[config.mk]
export PLATFORM = sky130hd
export DESIGN_NAME = robot_top
export DESIGN_NICKNAME = d
export VERILOG_FILES = /design/src/source/robot_pkg.sv /design/src/source/range_sensor.sv /design/src/source/target_classifier.sv /design/src/source/drive_fsm.sv /design/src/source/status_arbiter.sv /design/src/source/status_regs.sv /design/src/source/robot_top.sv
export SDC_FILE = /design/constraint.sdc
export NUM_CORES = 1
export LEC_CHECK = 0
export BUFFER_PORTS_ARGS = -buffer_cell sky130_fd_sc_hd__buf_2
export CAP_MARGIN = 20
export CORE_MARGIN = 2
export CORE_UTILIZATION = 30
export CTS_BUF_LIST = sky130_fd_sc_hd__clkbuf_8 sky130_fd_sc_hd__clkbuf_16
export DETAILED_ROUTE_END_ITERATION = 6
export PLACE_DENSITY = 0.46
export SLEW_MARGIN = 20
export SYNTH_ARGS = -nofsm -noshare
export SYNTH_HDL_FRONTEND = slang
export SYNTH_SLANG_ARGS = --single-unit
export TNS_END_PERCENT = 5
[constraint.sdc]
create_clock -name clk_50 -period 10.15 [get_ports clk_50]
set_input_delay 3.045 -clock clk_50 [delete_from_list [all_inputs] [get_ports clk_50]]
set_output_delay 3.045 -clock clk_50 [all_outputs]
set_load 0.01 [all_outputs]
[src/source/robot_pkg.sv]
// ---------------------------------------------------------------------
// Shared types, status register map and fixed constants of the robot
// car decision core. Design files refer to them by scoped name.
// ---------------------------------------------------------------------
package robot_pkg;

  // One colour channel
  typedef logic [7:0] chan_t;

  typedef struct packed {
    chan_t red;
    chan_t green;
    chan_t blue;
  } rgb_t;

  // One pixel beat from the camera path
  typedef struct packed {
    logic valid;
    logic line_end;
    logic frame_end;
    rgb_t rgb;
  } pix_t;

  // Centimetres, all ones when no echo came back
  typedef logic [15:0] distance_t;
  // One-hot steering, left in the MSB, zero for none
  typedef logic [2:0]  dir_t;
  typedef logic [9:0]  count_t;
  typedef logic [7:0]  ir_code_t;
  typedef logic [3:0]  reg_addr_t;
  typedef logic [31:0] word_t;

  // Peer write request towards the status bank
  typedef struct packed {
    logic      valid;
    reg_addr_t addr;
    word_t     data;
  } stat_wr_t;

  // Fields of one transfer on the internal APB bus
  typedef struct packed {
    logic      write;
    reg_addr_t addr;
    word_t     data;
  } bus_xfer_t;

  typedef enum logic [1:0] {HALT, FORWARD, LEFT, RIGHT} motion_e;
  typedef enum logic [1:0] {IDLE, MANUAL, TRACK, BLOCKED} drive_state_e;

  // Status register map
  localparam reg_addr_t REG_DISTANCE = 4'd0;
  localparam reg_addr_t REG_TARGET   = 4'd1;
  localparam reg_addr_t REG_DRIVE    = 4'd2;
  localparam reg_addr_t REG_WRITES   = 4'd3;
  // Address bit set by the arbiter on host writes, the bank refuses them
  localparam reg_addr_t HOST_WR_FLAG = 4'h8;

  localparam dir_t DIR_NONE   = 3'b000;
  localparam dir_t DIR_LEFT   = 3'b100;
  localparam dir_t DIR_CENTRE = 3'b010;
  localparam dir_t DIR_RIGHT  = 3'b001;

  // Remote command codes
  localparam ir_code_t CMD_STOP    = 8'h16;
  localparam ir_code_t CMD_FORWARD = 8'h18;
  localparam ir_code_t CMD_TRACK   = 8'h1C;

  // Ultrasonic timing, 8 clocks of echo per centimetre
  localparam int        TRIG_CYCLES  = 10;
  localparam int        CM_SHIFT     = 3;
  localparam int        ECHO_TIMEOUT = 4096;
  localparam distance_t STOP_DIST    = 16'd20;
  localparam distance_t NO_ECHO      = '1;

  // Frame geometry, kept tiny
  localparam int LINE_WIDTH = 24;
  localparam int THIRD      = 8;
  localparam int DETECT_MIN = 4;
  localparam int COL_W      = $clog2(LINE_WIDTH);

  // Orange window
  localparam chan_t ORANGE_R_MIN = 8'd200;
  localparam chan_t ORANGE_G_MIN = 8'd60;
  localparam chan_t ORANGE_G_MAX = 8'd160;
  localparam chan_t ORANGE_B_MAX = 8'd80;
  localparam rgb_t  PURE_GREEN   = 24'h00FF00;

endpackage

[src/source/range_sensor.sv]
// ---------------------------------------------------------------------
// Ultrasonic range sensor control. A measure pulse starts one reading;
// the result goes out on distance and as a REG_DISTANCE write.
// ---------------------------------------------------------------------
module range_sensor (
  input  logic                 clk,
  input  logic                 rst,
  input  logic                 measure,
  input  logic                 echo,
  output logic                 trig,
  output robot_pkg::distance_t distance,
  output robot_pkg::stat_wr_t  req,
  input  logic                 ack
);

  typedef enum logic [1:0] {S_IDLE, S_TRIG, S_WAIT, S_COUNT} rs_state_e;

  rs_state_e            state_q;
  // One counter serves trigger width, echo wait and echo width
  logic [15:0]          cnt_q;
  logic                 done;
  robot_pkg::distance_t result;

  // Reading ends on the echo falling edge or on the wait timeout
  always_comb begin
    done   = 1'b0;
    result = robot_pkg::NO_ECHO;
    if (state_q == S_COUNT && !echo) begin
      done   = 1'b1;
      result = robot_pkg::distance_t'(cnt_q >> robot_pkg::CM_SHIFT);
    end else if (state_q == S_WAIT && !echo &&
                 cnt_q == 16'(robot_pkg::ECHO_TIMEOUT - 1)) begin
      done = 1'b1;
    end
  end

  assign trig = (state_q == S_TRIG);

  always_ff @(posedge clk) begin
    if (rst) begin
      state_q  <= S_IDLE;
      cnt_q    <= '0;
      distance <= robot_pkg::NO_ECHO;
    end else begin
      case (state_q)
        // Measure pulses are only seen here
        S_IDLE: begin
          cnt_q <= '0;
          if (measure) state_q <= S_TRIG;
        end
        S_TRIG: begin
          cnt_q <= cnt_q + 16'd1;
          if (cnt_q == 16'(robot_pkg::TRIG_CYCLES - 1)) begin
            state_q <= S_WAIT;
            cnt_q   <= '0;
          end
        end
        S_WAIT: begin
          cnt_q <= cnt_q + 16'd1;
          if (echo) begin
            // First high cycle already counts
            state_q <= S_COUNT;
            cnt_q   <= 16'd1;
          end else if (done) begin
            state_q <= S_IDLE;
          end
        end
        default: begin
          if (!echo) state_q <= S_IDLE;
          else if (cnt_q != '1) cnt_q <= cnt_q + 16'd1;
        end
      endcase
      if (done) distance <= result;
    end
  end

  // Newest reading replaces one still waiting for its ack
  always_ff @(posedge clk) begin
    if (rst) begin
      req.valid <= 1'b0;
    end else if (done) begin
      req.valid <= 1'b1;
      req.addr  <= robot_pkg::REG_DISTANCE;
      req.data  <= robot_pkg::word_t'(result);
    end else if (ack) begin
      req.valid <= 1'b0;
    end
  end

  // Trigger pulse lasts exactly TRIG_CYCLES
  trig_width_a: assert property (@(posedge clk) disable iff (rst)
    $rose(trig) |-> ##(robot_pkg::TRIG_CYCLES) !trig);

endmodule

[src/source/target_classifier.sv]
// ---------------------------------------------------------------------
// Orange target finder on the pixel stream. Highlights orange pixels,
// counts them per third of the line and decides direction per frame.
// ---------------------------------------------------------------------
module target_classifier (
  input  logic                clk,
  input  logic                rst,
  input  robot_pkg::pix_t     pix_in,
  output robot_pkg::pix_t     pix_out,
  output robot_pkg::dir_t     dir,
  output logic                detected,
  output robot_pkg::stat_wr_t req,
  input  logic                ack
);

  typedef logic [robot_pkg::COL_W-1:0] col_t;

  logic              is_orange;
  logic              frame_done;
  col_t              col_q;
  // Third of the line, 0 left, 1 centre, 2 right
  logic [1:0]        third;
  robot_pkg::count_t cnt_q [3];
  robot_pkg::count_t cnt_d [3];
  robot_pkg::count_t total;
  robot_pkg::dir_t   dir_d;
  logic              det_d;

  assign is_orange = pix_in.valid &&
                     pix_in.rgb.red   >= robot_pkg::ORANGE_R_MIN &&
                     pix_in.rgb.green >= robot_pkg::ORANGE_G_MIN &&
                     pix_in.rgb.green <= robot_pkg::ORANGE_G_MAX &&
                     pix_in.rgb.blue  <= robot_pkg::ORANGE_B_MAX;
  assign frame_done = pix_in.valid && pix_in.frame_end;

  always_comb begin
    if (col_q < col_t'(robot_pkg::THIRD)) third = 2'd0;
    else if (col_q < col_t'(2 * robot_pkg::THIRD)) third = 2'd1;
    else third = 2'd2;
  end

  // Counts including the current beat, so frame_end pixel is not lost
  always_comb begin
    for (int i = 0; i < 3; i++) begin
      cnt_d[i] = cnt_q[i];
      if (is_orange && third == 2'(i)) cnt_d[i] = cnt_q[i] + 10'd1;
    end
    total = cnt_d[0] + cnt_d[1] + cnt_d[2];
    // Ties favour centre, then left
    if (cnt_d[1] >= cnt_d[0] && cnt_d[1] >= cnt_d[2]) dir_d = robot_pkg::DIR_CENTRE;
    else if (cnt_d[0] >= cnt_d[2]) dir_d = robot_pkg::DIR_LEFT;
    else dir_d = robot_pkg::DIR_RIGHT;
    det_d = (total >= robot_pkg::count_t'(robot_pkg::DETECT_MIN));
    if (!det_d) dir_d = robot_pkg::DIR_NONE;
  end

  // Highlight path, one register stage, never stalled
  always_ff @(posedge clk) begin
    if (rst) begin
      pix_out.valid <= 1'b0;
    end else begin
      pix_out <= pix_in;
      if (is_orange) pix_out.rgb <= robot_pkg::PURE_GREEN;
    end
  end

  always_ff @(posedge clk) begin
    if (rst) begin
      col_q     <= '0;
      cnt_q     <= '{default: '0};
      dir       <= robot_pkg::DIR_NONE;
      detected  <= 1'b0;
      req.valid <= 1'b0;
    end else begin
      if (pix_in.valid) begin
        col_q <= (pix_in.line_end || pix_in.frame_end) ? '0 : col_q + col_t'(1);
        // Counters restart with each frame
        if (frame_done) cnt_q <= '{default: '0};
        else cnt_q <= cnt_d;
      end
      if (frame_done) begin
        dir       <= dir_d;
        detected  <= det_d;
        req.valid <= 1'b1;
        req.addr  <= robot_pkg::REG_TARGET;
        req.data  <= {18'd0, det_d, dir_d, total};
      end else if (ack) begin
        req.valid <= 1'b0;
      end
    end
  end

  // Line length matches the frame geometry
  line_end_a: assert property (@(posedge clk) disable iff (rst)
    pix_in.valid |-> (pix_in.line_end == (col_q == col_t'(robot_pkg::LINE_WIDTH - 1))));

endmodule

[src/source/drive_fsm.sv]
// ---------------------------------------------------------------------
// Drive mode FSM. Combines remote commands, target direction and the
// obstacle distance into a motion command; changes go to REG_DRIVE.
// ---------------------------------------------------------------------
module drive_fsm (
  input  logic                    clk,
  input  logic                    rst,
  input  robot_pkg::ir_code_t     ir_code,
  input  logic                    ir_valid,
  input  robot_pkg::dir_t         dir,
  input  logic                    detected,
  input  robot_pkg::distance_t    distance,
  output robot_pkg::motion_e      motion,
  output robot_pkg::stat_wr_t     req,
  input  logic                    ack
);

  // Mode chosen by the remote, kept while blocked so it can resume
  robot_pkg::drive_state_e mode_q;
  robot_pkg::drive_state_e mode_d;
  robot_pkg::drive_state_e state_q;
  robot_pkg::drive_state_e state_d;
  robot_pkg::motion_e      motion_d;

  always_comb begin
    mode_d = mode_q;
    if (ir_valid) begin
      case (ir_code)
        robot_pkg::CMD_STOP:    mode_d = robot_pkg::IDLE;
        robot_pkg::CMD_FORWARD: mode_d = robot_pkg::MANUAL;
        robot_pkg::CMD_TRACK:   mode_d = robot_pkg::TRACK;
        default:                mode_d = mode_q;
      endcase
    end
  end

  always_comb begin
    state_d = mode_d;
    // Obstacle too close overrides any moving mode
    if (mode_d != robot_pkg::IDLE && distance < robot_pkg::STOP_DIST) begin
      state_d = robot_pkg::BLOCKED;
    end
    case (state_d)
      robot_pkg::MANUAL: motion_d = robot_pkg::FORWARD;
      robot_pkg::TRACK: begin
        if (!detected) motion_d = robot_pkg::HALT;
        else if (dir == robot_pkg::DIR_LEFT) motion_d = robot_pkg::LEFT;
        else if (dir == robot_pkg::DIR_RIGHT) motion_d = robot_pkg::RIGHT;
        else if (dir == robot_pkg::DIR_CENTRE) motion_d = robot_pkg::FORWARD;
        else motion_d = robot_pkg::HALT;
      end
      default: motion_d = robot_pkg::HALT;
    endcase
  end

  always_ff @(posedge clk) begin
    if (rst) begin
      mode_q    <= robot_pkg::IDLE;
      state_q   <= robot_pkg::IDLE;
      motion    <= robot_pkg::HALT;
      req.valid <= 1'b0;
    end else begin
      mode_q  <= mode_d;
      state_q <= state_d;
      motion  <= motion_d;
      // Report only on a change of state or motion
      if (state_d != state_q || motion_d != motion) begin
        req.valid <= 1'b1;
        req.addr  <= robot_pkg::REG_DRIVE;
        req.data  <= {28'd0, state_d, motion_d};
      end else if (ack) begin
        req.valid <= 1'b0;
      end
    end
  end

endmodule

[src/source/status_arbiter.sv]
// ---------------------------------------------------------------------
// Round-robin owner of the internal APB bus. Serves the three peer
// write requests and the host APB port in grants of two cycles.
// ---------------------------------------------------------------------
module status_arbiter (
  input  logic                 clk,
  input  logic                 rst,
  input  robot_pkg::stat_wr_t  range_req,
  input  robot_pkg::stat_wr_t  target_req,
  input  robot_pkg::stat_wr_t  drive_req,
  output logic                 range_ack,
  output logic                 target_ack,
  output logic                 drive_ack,
  input  logic                 psel,
  input  logic                 penable,
  input  logic                 pwrite,
  input  robot_pkg::reg_addr_t paddr,
  input  robot_pkg::word_t     pwdata,
  output robot_pkg::word_t     prdata,
  output logic                 pready,
  output logic                 pslverr,
  output logic                 bus_psel,
  output logic                 bus_penable,
  output logic                 bus_pwrite,
  output robot_pkg::reg_addr_t bus_paddr,
  output robot_pkg::word_t     bus_pwdata,
  input  robot_pkg::word_t     bus_prdata,
  input  logic                 bus_pready,
  input  logic                 bus_pslverr
);

  // Host takes the last requester slot
  localparam logic [1:0] HOST = 2'd3;

  typedef enum logic {PH_SETUP, PH_ACCESS} phase_e;

  phase_e                phase_q;
  // Last granted slot and owner of the access cycle
  logic [1:0]            ptr_q;
  logic [1:0]            pick;
  logic [3:0]            reqs;
  logic                  setup_go;
  robot_pkg::bus_xfer_t  cand [4];
  robot_pkg::bus_xfer_t  xfer_q;
  robot_pkg::bus_xfer_t  xfer;

  // Host waits in its access cycle until served
  assign reqs = {psel && penable, drive_req.valid, target_req.valid, range_req.valid};

  always_comb begin
    cand[0] = {1'b1, range_req.addr, range_req.data};
    cand[1] = {1'b1, target_req.addr, target_req.data};
    cand[2] = {1'b1, drive_req.addr, drive_req.data};
    // Host writes are tagged so the bank answers with pslverr
    cand[3] = {pwrite, pwrite ? (paddr | robot_pkg::HOST_WR_FLAG) : paddr, pwdata};
  end

  // Nearest requester after the last grant wins
  always_comb begin
    logic [1:0] idx;
    pick = ptr_q;
    for (int i = 4; i >= 1; i--) begin
      idx = ptr_q + 2'(i);
      if (reqs[idx]) pick = idx;
    end
  end

  assign setup_go = (phase_q == PH_SETUP) && (|reqs);

  // Setup cycle drives the live candidate and access the latched copy
  assign xfer        = (phase_q == PH_ACCESS) ? xfer_q : cand[pick];
  assign bus_psel    = setup_go || (phase_q == PH_ACCESS);
  assign bus_penable = (phase_q == PH_ACCESS);
  assign bus_pwrite  = xfer.write;
  assign bus_paddr   = xfer.addr;
  assign bus_pwdata  = xfer.data;

  // Peers are released once their data is on the bus
  assign range_ack  = setup_go && pick == 2'd0;
  assign target_ack = setup_go && pick == 2'd1;
  assign drive_ack  = setup_go && pick == 2'd2;

  assign pready  = (phase_q == PH_ACCESS) && ptr_q == HOST && bus_pready;
  assign prdata  = bus_prdata;
  assign pslverr = pready && bus_pslverr;

  always_ff @(posedge clk) begin
    if (rst) begin
      phase_q <= PH_SETUP;
      ptr_q   <= HOST;
    end else if (setup_go) begin
      phase_q <= PH_ACCESS;
      ptr_q   <= pick;
    end else if (phase_q == PH_ACCESS && bus_pready) begin
      phase_q <= PH_SETUP;
    end
  end

  always_ff @(posedge clk) begin
    if (setup_go) xfer_q <= cand[pick];
  end

  ack_onehot_a: assert property (@(posedge clk) disable iff (rst)
    $onehot0({range_ack, target_ack, drive_ack}));

endmodule

[src/source/status_regs.sv]
// ---------------------------------------------------------------------
// Status register bank, APB slave. Holds distance, target and drive
// words from the peers and counts accepted writes.
// ---------------------------------------------------------------------
module status_regs (
  input  logic                 clk,
  input  logic                 rst,
  input  logic                 bus_psel,
  input  logic                 bus_penable,
  input  logic                 bus_pwrite,
  input  robot_pkg::reg_addr_t bus_paddr,
  input  robot_pkg::word_t     bus_pwdata,
  output robot_pkg::word_t     bus_prdata,
  output logic                 bus_pready,
  output logic                 bus_pslverr
);

  robot_pkg::word_t distance_q;
  robot_pkg::word_t target_q;
  robot_pkg::word_t drive_q;
  robot_pkg::word_t writes_q;
  logic             access;
  // Covers unmapped reads and the host write flag alike
  logic             bad_addr;

  assign access      = bus_psel && bus_penable;
  assign bad_addr    = bus_paddr > robot_pkg::REG_WRITES;
  assign bus_pready  = 1'b1;
  assign bus_pslverr = access && bad_addr;

  always_comb begin
    case (bus_paddr)
      robot_pkg::REG_DISTANCE: bus_prdata = distance_q;
      robot_pkg::REG_TARGET:   bus_prdata = target_q;
      robot_pkg::REG_DRIVE:    bus_prdata = drive_q;
      robot_pkg::REG_WRITES:   bus_prdata = writes_q;
      default:                 bus_prdata = '0;
    endcase
  end

  always_ff @(posedge clk) begin
    if (rst) begin
      distance_q <= '0;
      target_q   <= '0;
      drive_q    <= '0;
      writes_q   <= '0;
    end else if (access && bus_pwrite && !bad_addr) begin
      case (bus_paddr)
        robot_pkg::REG_DISTANCE: distance_q <= bus_pwdata;
        robot_pkg::REG_TARGET:   target_q   <= bus_pwdata;
        robot_pkg::REG_DRIVE:    drive_q    <= bus_pwdata;
        default:                 ; // write counter is read only
      endcase
      writes_q <= writes_q + 32'd1;
    end
  end

endmodule

[src/source/robot_top.sv]
// ---------------------------------------------------------------------
// Decision core of the robot car. Range sensor, target classifier and
// drive FSM report to a status bank shared with the host over APB.
// ---------------------------------------------------------------------
module robot_top (
  input  logic                 clk_50,
  input  logic                 rst,
  input  logic                 measure,
  input  logic                 echo,
  output logic                 trig,
  input  robot_pkg::pix_t      pix_in,
  output robot_pkg::pix_t      pix_out,
  input  robot_pkg::ir_code_t  ir_code,
  input  logic                 ir_valid,
  output robot_pkg::motion_e   motion,
  input  logic                 psel,
  input  logic                 penable,
  input  logic                 pwrite,
  input  robot_pkg::reg_addr_t paddr,
  input  robot_pkg::word_t     pwdata,
  output robot_pkg::word_t     prdata,
  output logic                 pready,
  output logic                 pslverr
);

  robot_pkg::distance_t distance;
  robot_pkg::dir_t      dir;
  logic                 detected;

  // Peer requests and their acks
  robot_pkg::stat_wr_t range_req;
  robot_pkg::stat_wr_t target_req;
  robot_pkg::stat_wr_t drive_req;
  logic                range_ack;
  logic                target_ack;
  logic                drive_ack;

  // Internal APB bus to the register bank
  logic                 bus_psel;
  logic                 bus_penable;
  logic                 bus_pwrite;
  robot_pkg::reg_addr_t bus_paddr;
  robot_pkg::word_t     bus_pwdata;
  robot_pkg::word_t     bus_prdata;
  logic                 bus_pready;
  logic                 bus_pslverr;

  range_sensor u_range_sensor (
    .clk(clk_50), .rst(rst), .measure(measure), .echo(echo), .trig(trig),
    .distance(distance), .req(range_req), .ack(range_ack));

  target_classifier u_target_classifier (
    .clk(clk_50), .rst(rst), .pix_in(pix_in), .pix_out(pix_out), .dir(dir),
    .detected(detected), .req(target_req), .ack(target_ack));

  drive_fsm u_drive_fsm (
    .clk(clk_50), .rst(rst), .ir_code(ir_code), .ir_valid(ir_valid), .dir(dir),
    .detected(detected), .distance(distance), .motion(motion),
    .req(drive_req), .ack(drive_ack));

  status_arbiter u_status_arbiter (
    .clk(clk_50), .rst(rst),
    .range_req(range_req), .target_req(target_req), .drive_req(drive_req),
    .range_ack(range_ack), .target_ack(target_ack), .drive_ack(drive_ack),
    .psel(psel), .penable(penable), .pwrite(pwrite), .paddr(paddr),
    .pwdata(pwdata), .prdata(prdata), .pready(pready), .pslverr(pslverr),
    .bus_psel(bus_psel), .bus_penable(bus_penable), .bus_pwrite(bus_pwrite),
    .bus_paddr(bus_paddr), .bus_pwdata(bus_pwdata), .bus_prdata(bus_prdata),
    .bus_pready(bus_pready), .bus_pslverr(bus_pslverr));

  status_regs u_status_regs (
    .clk(clk_50), .rst(rst),
    .bus_psel(bus_psel), .bus_penable(bus_penable), .bus_pwrite(bus_pwrite),
    .bus_paddr(bus_paddr), .bus_pwdata(bus_pwdata), .bus_prdata(bus_prdata),
    .bus_pready(bus_pready), .bus_pslverr(bus_pslverr));

endmodule

==> reports/qor_table.md <==
| Stage | Metric | Value |
| --- | --- | --- |
| outcome | Status | finished clean |
| sta | Share of the clock period used by the worst path | 0.836 |
| yosys | Number of enable flip-flop cells after synthesis | 95 |
| setup path | Kind of launch point of the worst setup path | input port |
| setup path | Sequence of cells on the critical path | buf_2 -> a21bo_1 -> a222oi_1 -> nor3_1 -> o31a_2 -> buf_4 -> mux2i_1 -> o22ai_1 -> buf_2 |
| setup path | Data required time of the critical path | 7110 ps |
| global route | Initial antenna violation count | 0 |
| cts | Clock-pin slew on the worst setup and hold paths | 60 ps |
| detailed routing | Drt drc | 0 |
| die | DIE HEIGHT | 229 microns |
| final layout | Share of post-route cells with drive strength above 1 | 0.145 |
| final layout | Most frequent cells in the layout | nand2_1, dfxtp_1, buf_2 |
| place | Detailed placer's ending HPWL | 30.3 mm |
| power and ir drop | Maximum VDD drop | 0.000108 V |
| power and ir drop | Sum of internal, switching and leakage power | 3.15 mW |
| yosys | Post-Syn Area | 15200 sq um |
| power and ir drop | Areal power density over the cells | 176 nW/um^2 |
| worst hold path | Path type of the worst min-delay path | flip-flop to flip-flop |
| cts | TritonCTS clock tree | built |
| die | Row count | 82 |
| die | Placeable core area | 50100 sq um |
| worst hold path | Hold Path End | u_status_regs.drive_q[11] |
| cts | Source-to-sink clock delay at the later pin of the worst-skew pair | 560 ps |
| final layout | Post-route cell area | 17900 sq um |
| setup path | Largest stage delay, worst path | 540 ps |
| cts | Post-cts gate resize count | 0 |
| sta | Max Slew Vio Count | 0 |
| detailed routing | Drt via density | 4.96 |
| power and ir drop | Leak pwr | 6.81 nW |
| sta | Transition at the pin with the smallest max-transition slack | 1070 ps |
| cts | Root buffer cell | clkbuf_16 |
| yosys | Ys flop type | dfxtp_1 |
| cts | TritonCTS sink count | 305 |
| yosys | Largest area contributor in the synthesized netlist | dfxtp_1 |
| cts | Number of post-CTS setup repair buffers | 0 |
| yosys | Average size of a mapped cell | 9.24 sq um |
| setup path | Worst reg2reg setup slack | 5280 ps |
| worst hold path | Number of stages on the worst hold path | 2 |
| setup path | Cells on worst reg2reg path | 17 |
| yosys | Dominant cells by area after synthesis | dfxtp_1, edfxtp_1, nand2_1 |
| sta | Clock skew | 26.9 ps |
| setup path | Critical Path End Type | output port |
| sta | Period minus WS final | 8490 ps |
| cts | H-tree depth reported by CTS | 2 |
| cts | TritonCTS Buffers | 38 |
| final layout | Commonest non-fill, non-tap cell in the layout | nand2_1 |
| detailed routing | Total length of routed wires | 42.7 mm |
| sta | Endpoints failing hold | 0 |
| setup path | Crit path max-delay cell type | a222oi_1 |
| sta | Tightest slew margin relative to the limit | 0.285 |
| detailed routing | DR WL/cell | 17.3 microns |
| setup path | Top fanout value on the critical path | 30 |
| yosys | Distinct cells, synth | 81 |
| sta | Worst-case setup margin in the final layout | 1660 ps |
| global route | Largest net degree at the start of global routing | 99 |
| setup path | Cell seen most often among critical-path stages | buf_2 |
| setup path | Arrival time reported for the critical path endpoint | 5440 ps |
| detailed routing | Antenna violation net count after detailed routing | 0 |
| place | Number of buffers added on ports | 142 |
| place | DP Worst Slack | 1650 ps |
| worst hold path | HP Start | u_status_regs.drive_q[11] |
| yosys | Post-synthesis net count | 1789 |
| sta | Setup repair after global routing missed its margin | false |
| yosys | Proportion of synthesized flip-flops having asynchronous set or reset | 0 |
| cts | Clock buffer depth | 3 |
| final layout | Layout Nets | 1906 |
| setup path | Start-to-end type of the worst setup path | input port to output port |
| final layout | Count of antenna diodes in the layout | 0 |
| yosys | Number of warnings issued by yosys | 0 |
| cts | # hold bufs at CTS | 0 |
| place | Final weighted congestion of routability-driven global placement | 0.825 |
| place | Placed cell area | 16600 sq um |
| die | Total die area | 52500 sq um |
| yosys | Number of cells produced by synthesis | 1645 |
| sta | Setup violators final | 0 |
| detailed routing | Number of violations reported at the end of detailed-routing iteration 0 | 1063 |
| yosys | Synthesis-stage register bit count | 305 |
| global route | Global Route Usage Sum | 0.161 |
| final layout | Area added between synthesis and finish | 17.5% |
| detailed routing | Count of vias placed by the detailed router | 12208 |
| yosys | Register area share after synthesis | 0.464 |
| die | Floorplan die width | 229 microns |
| global route | Global-route wire length before repair | 67.4 mm |
| final layout | Fillers | 5274 |
| setup path | Origin of the critical flop-to-flop path | u_target_classifier.col_q[3] |
| global route | Congestion Overflow GR | 0 |
| run | Total of max-cap violations | 0 |
| detailed routing | Detailed-router iteration count before antenna repair | 5 |
| setup path | End of the worst register-to-register path | u_target_classifier.req[12] |
| sta | Highest Clock Rate | 0.118 GHz |
| sta | Total negative slack for setup checks | 0 ps |
| global route | Vias in the first global route | 11665 |
| yosys | Share of the synthesized area in the top cell type | 0.276 |
| die | I/O Pins | 143 |
| die | Initial Utilization | 0.304 |
## per-layer routing
metal	routed length, microns	part of all wire	GRT usage
met1	22500	0.53	0.246
met2	17400	0.41	0.230
met3	2020	0.047	0.0316
met4	832	0.019	0.0408
met5	0	0	0
## through the flow
stage / hold slack, ps / utilization / cells
floorplan: 425 / - / 1645
global placement: 441 / 0.332 / 2394
detailed placement: 443 / 0.332 / 2394
CTS: 450 / 0.357 / 2461
global route: 469 / 0.357 / 2461
finish: 451 / 0.357 / 2461
## worst max path at each step
stage	cells past startpoint	endpoint	from
2_1_floorplan	9	prdata[15]	penable
3_3_place_gp	9	prdata[20]	psel
3_5_place_dp	9	prdata[20]	psel
4_1_cts	9	prdata[20]	psel
5_1_grt	9	prdata[20]	psel
6_report	9	prdata[22]	psel
## report_power, final
part	switching [mW]	internal, mW
Sequential	0.0424	1.33
Combinational	0.274	0.144
Clock	0.551	0.802
Total	0.867	2.28
## synth_stat cells, drive strengths merged (13+ instances only)
| library cell | count |
|---|---|
| mux2i | 81 |
| o21ai | 97 |
| and2 | 17 |
| nor3 | 31 |
| xnor2 | 42 |
| or2 | 14 |
| ha | 56 |
| a21o | 13 |
| clkbuf | 71 |
| nand2b | 19 |
| nand2 | 239 |
| nand3 | 34 |
| o22ai | 32 |
| or3 | 20 |
| nor2 | 121 |
| xor2 | 37 |
| a211oi | 18 |
| buf | 14 |
| dfxtp | 210 |
| nand4 | 27 |
| a21oi | 117 |
| inv | 65 |
| a31oi | 13 |
| and3 | 29 |
| nor2b | 23 |
| edfxtp | 95 |
## registers in the layout, indices dropped and copies added, names as in the netlist, 3 cells and up
register / count
u_drive_fsm.req: 5
u_range_sensor.cnt_q: 16
u_range_sensor.distance: 12
u_range_sensor.req: 15
u_status_arbiter.xfer_q: 37
u_status_regs.distance_q: 32
u_status_regs.drive_q: 32
u_status_regs.target_q: 32
u_status_regs.writes_q: 32
u_target_classifier.cnt_q: 30
u_target_classifier.col_q: 5
u_target_classifier.dir: 3
u_target_classifier.pix_out: 27
u_target_classifier.req: 15
## area by class of cell
cell class / instances / area, sq um / area share
Sequential cell: 305 / 7060 / 0.395
Tap cell: 672 / 841 / 0.0470
Timing Repair Buffer: 162 / 863 / 0.0483
Clock buffer: 49 / 1110 / 0.0623
Inverter: 67 / 251 / 0.0141
Multi-Input combinational cell: 1188 / 7590 / 0.425
Clock inverter: 18 / 155 / 0.00868
## logic make-up (layout without fill, tap and decap cells)
| group | Yosys count | count (layout) | share of synthesized area |
|---|---|---|---|
| and+or+nand+nor | 613 | 613 | 0.198 |
| AOI/OAI and AO/OA | 345 | 345 | 0.138 |
| DFF | 305 | 305 | 0.464 |
| buffers and inverters | 152 | 296 | 0.0388 |
| muxes | 85 | 85 | 0.0563 |
| xor gates and xnor gates | 79 | 79 | 0.0455 |
| adders and majority gates | 66 | 66 | 0.0586 |
## critical path: cells and delay by family
kind	cells	cell delay, ps
and+or+nand+nor	1	150
buffers and inverters	3	650
muxes	1	180
AOI/OAI and AO/OA	4	1410
Note: power is estimated with default switching activity, not from simulation.
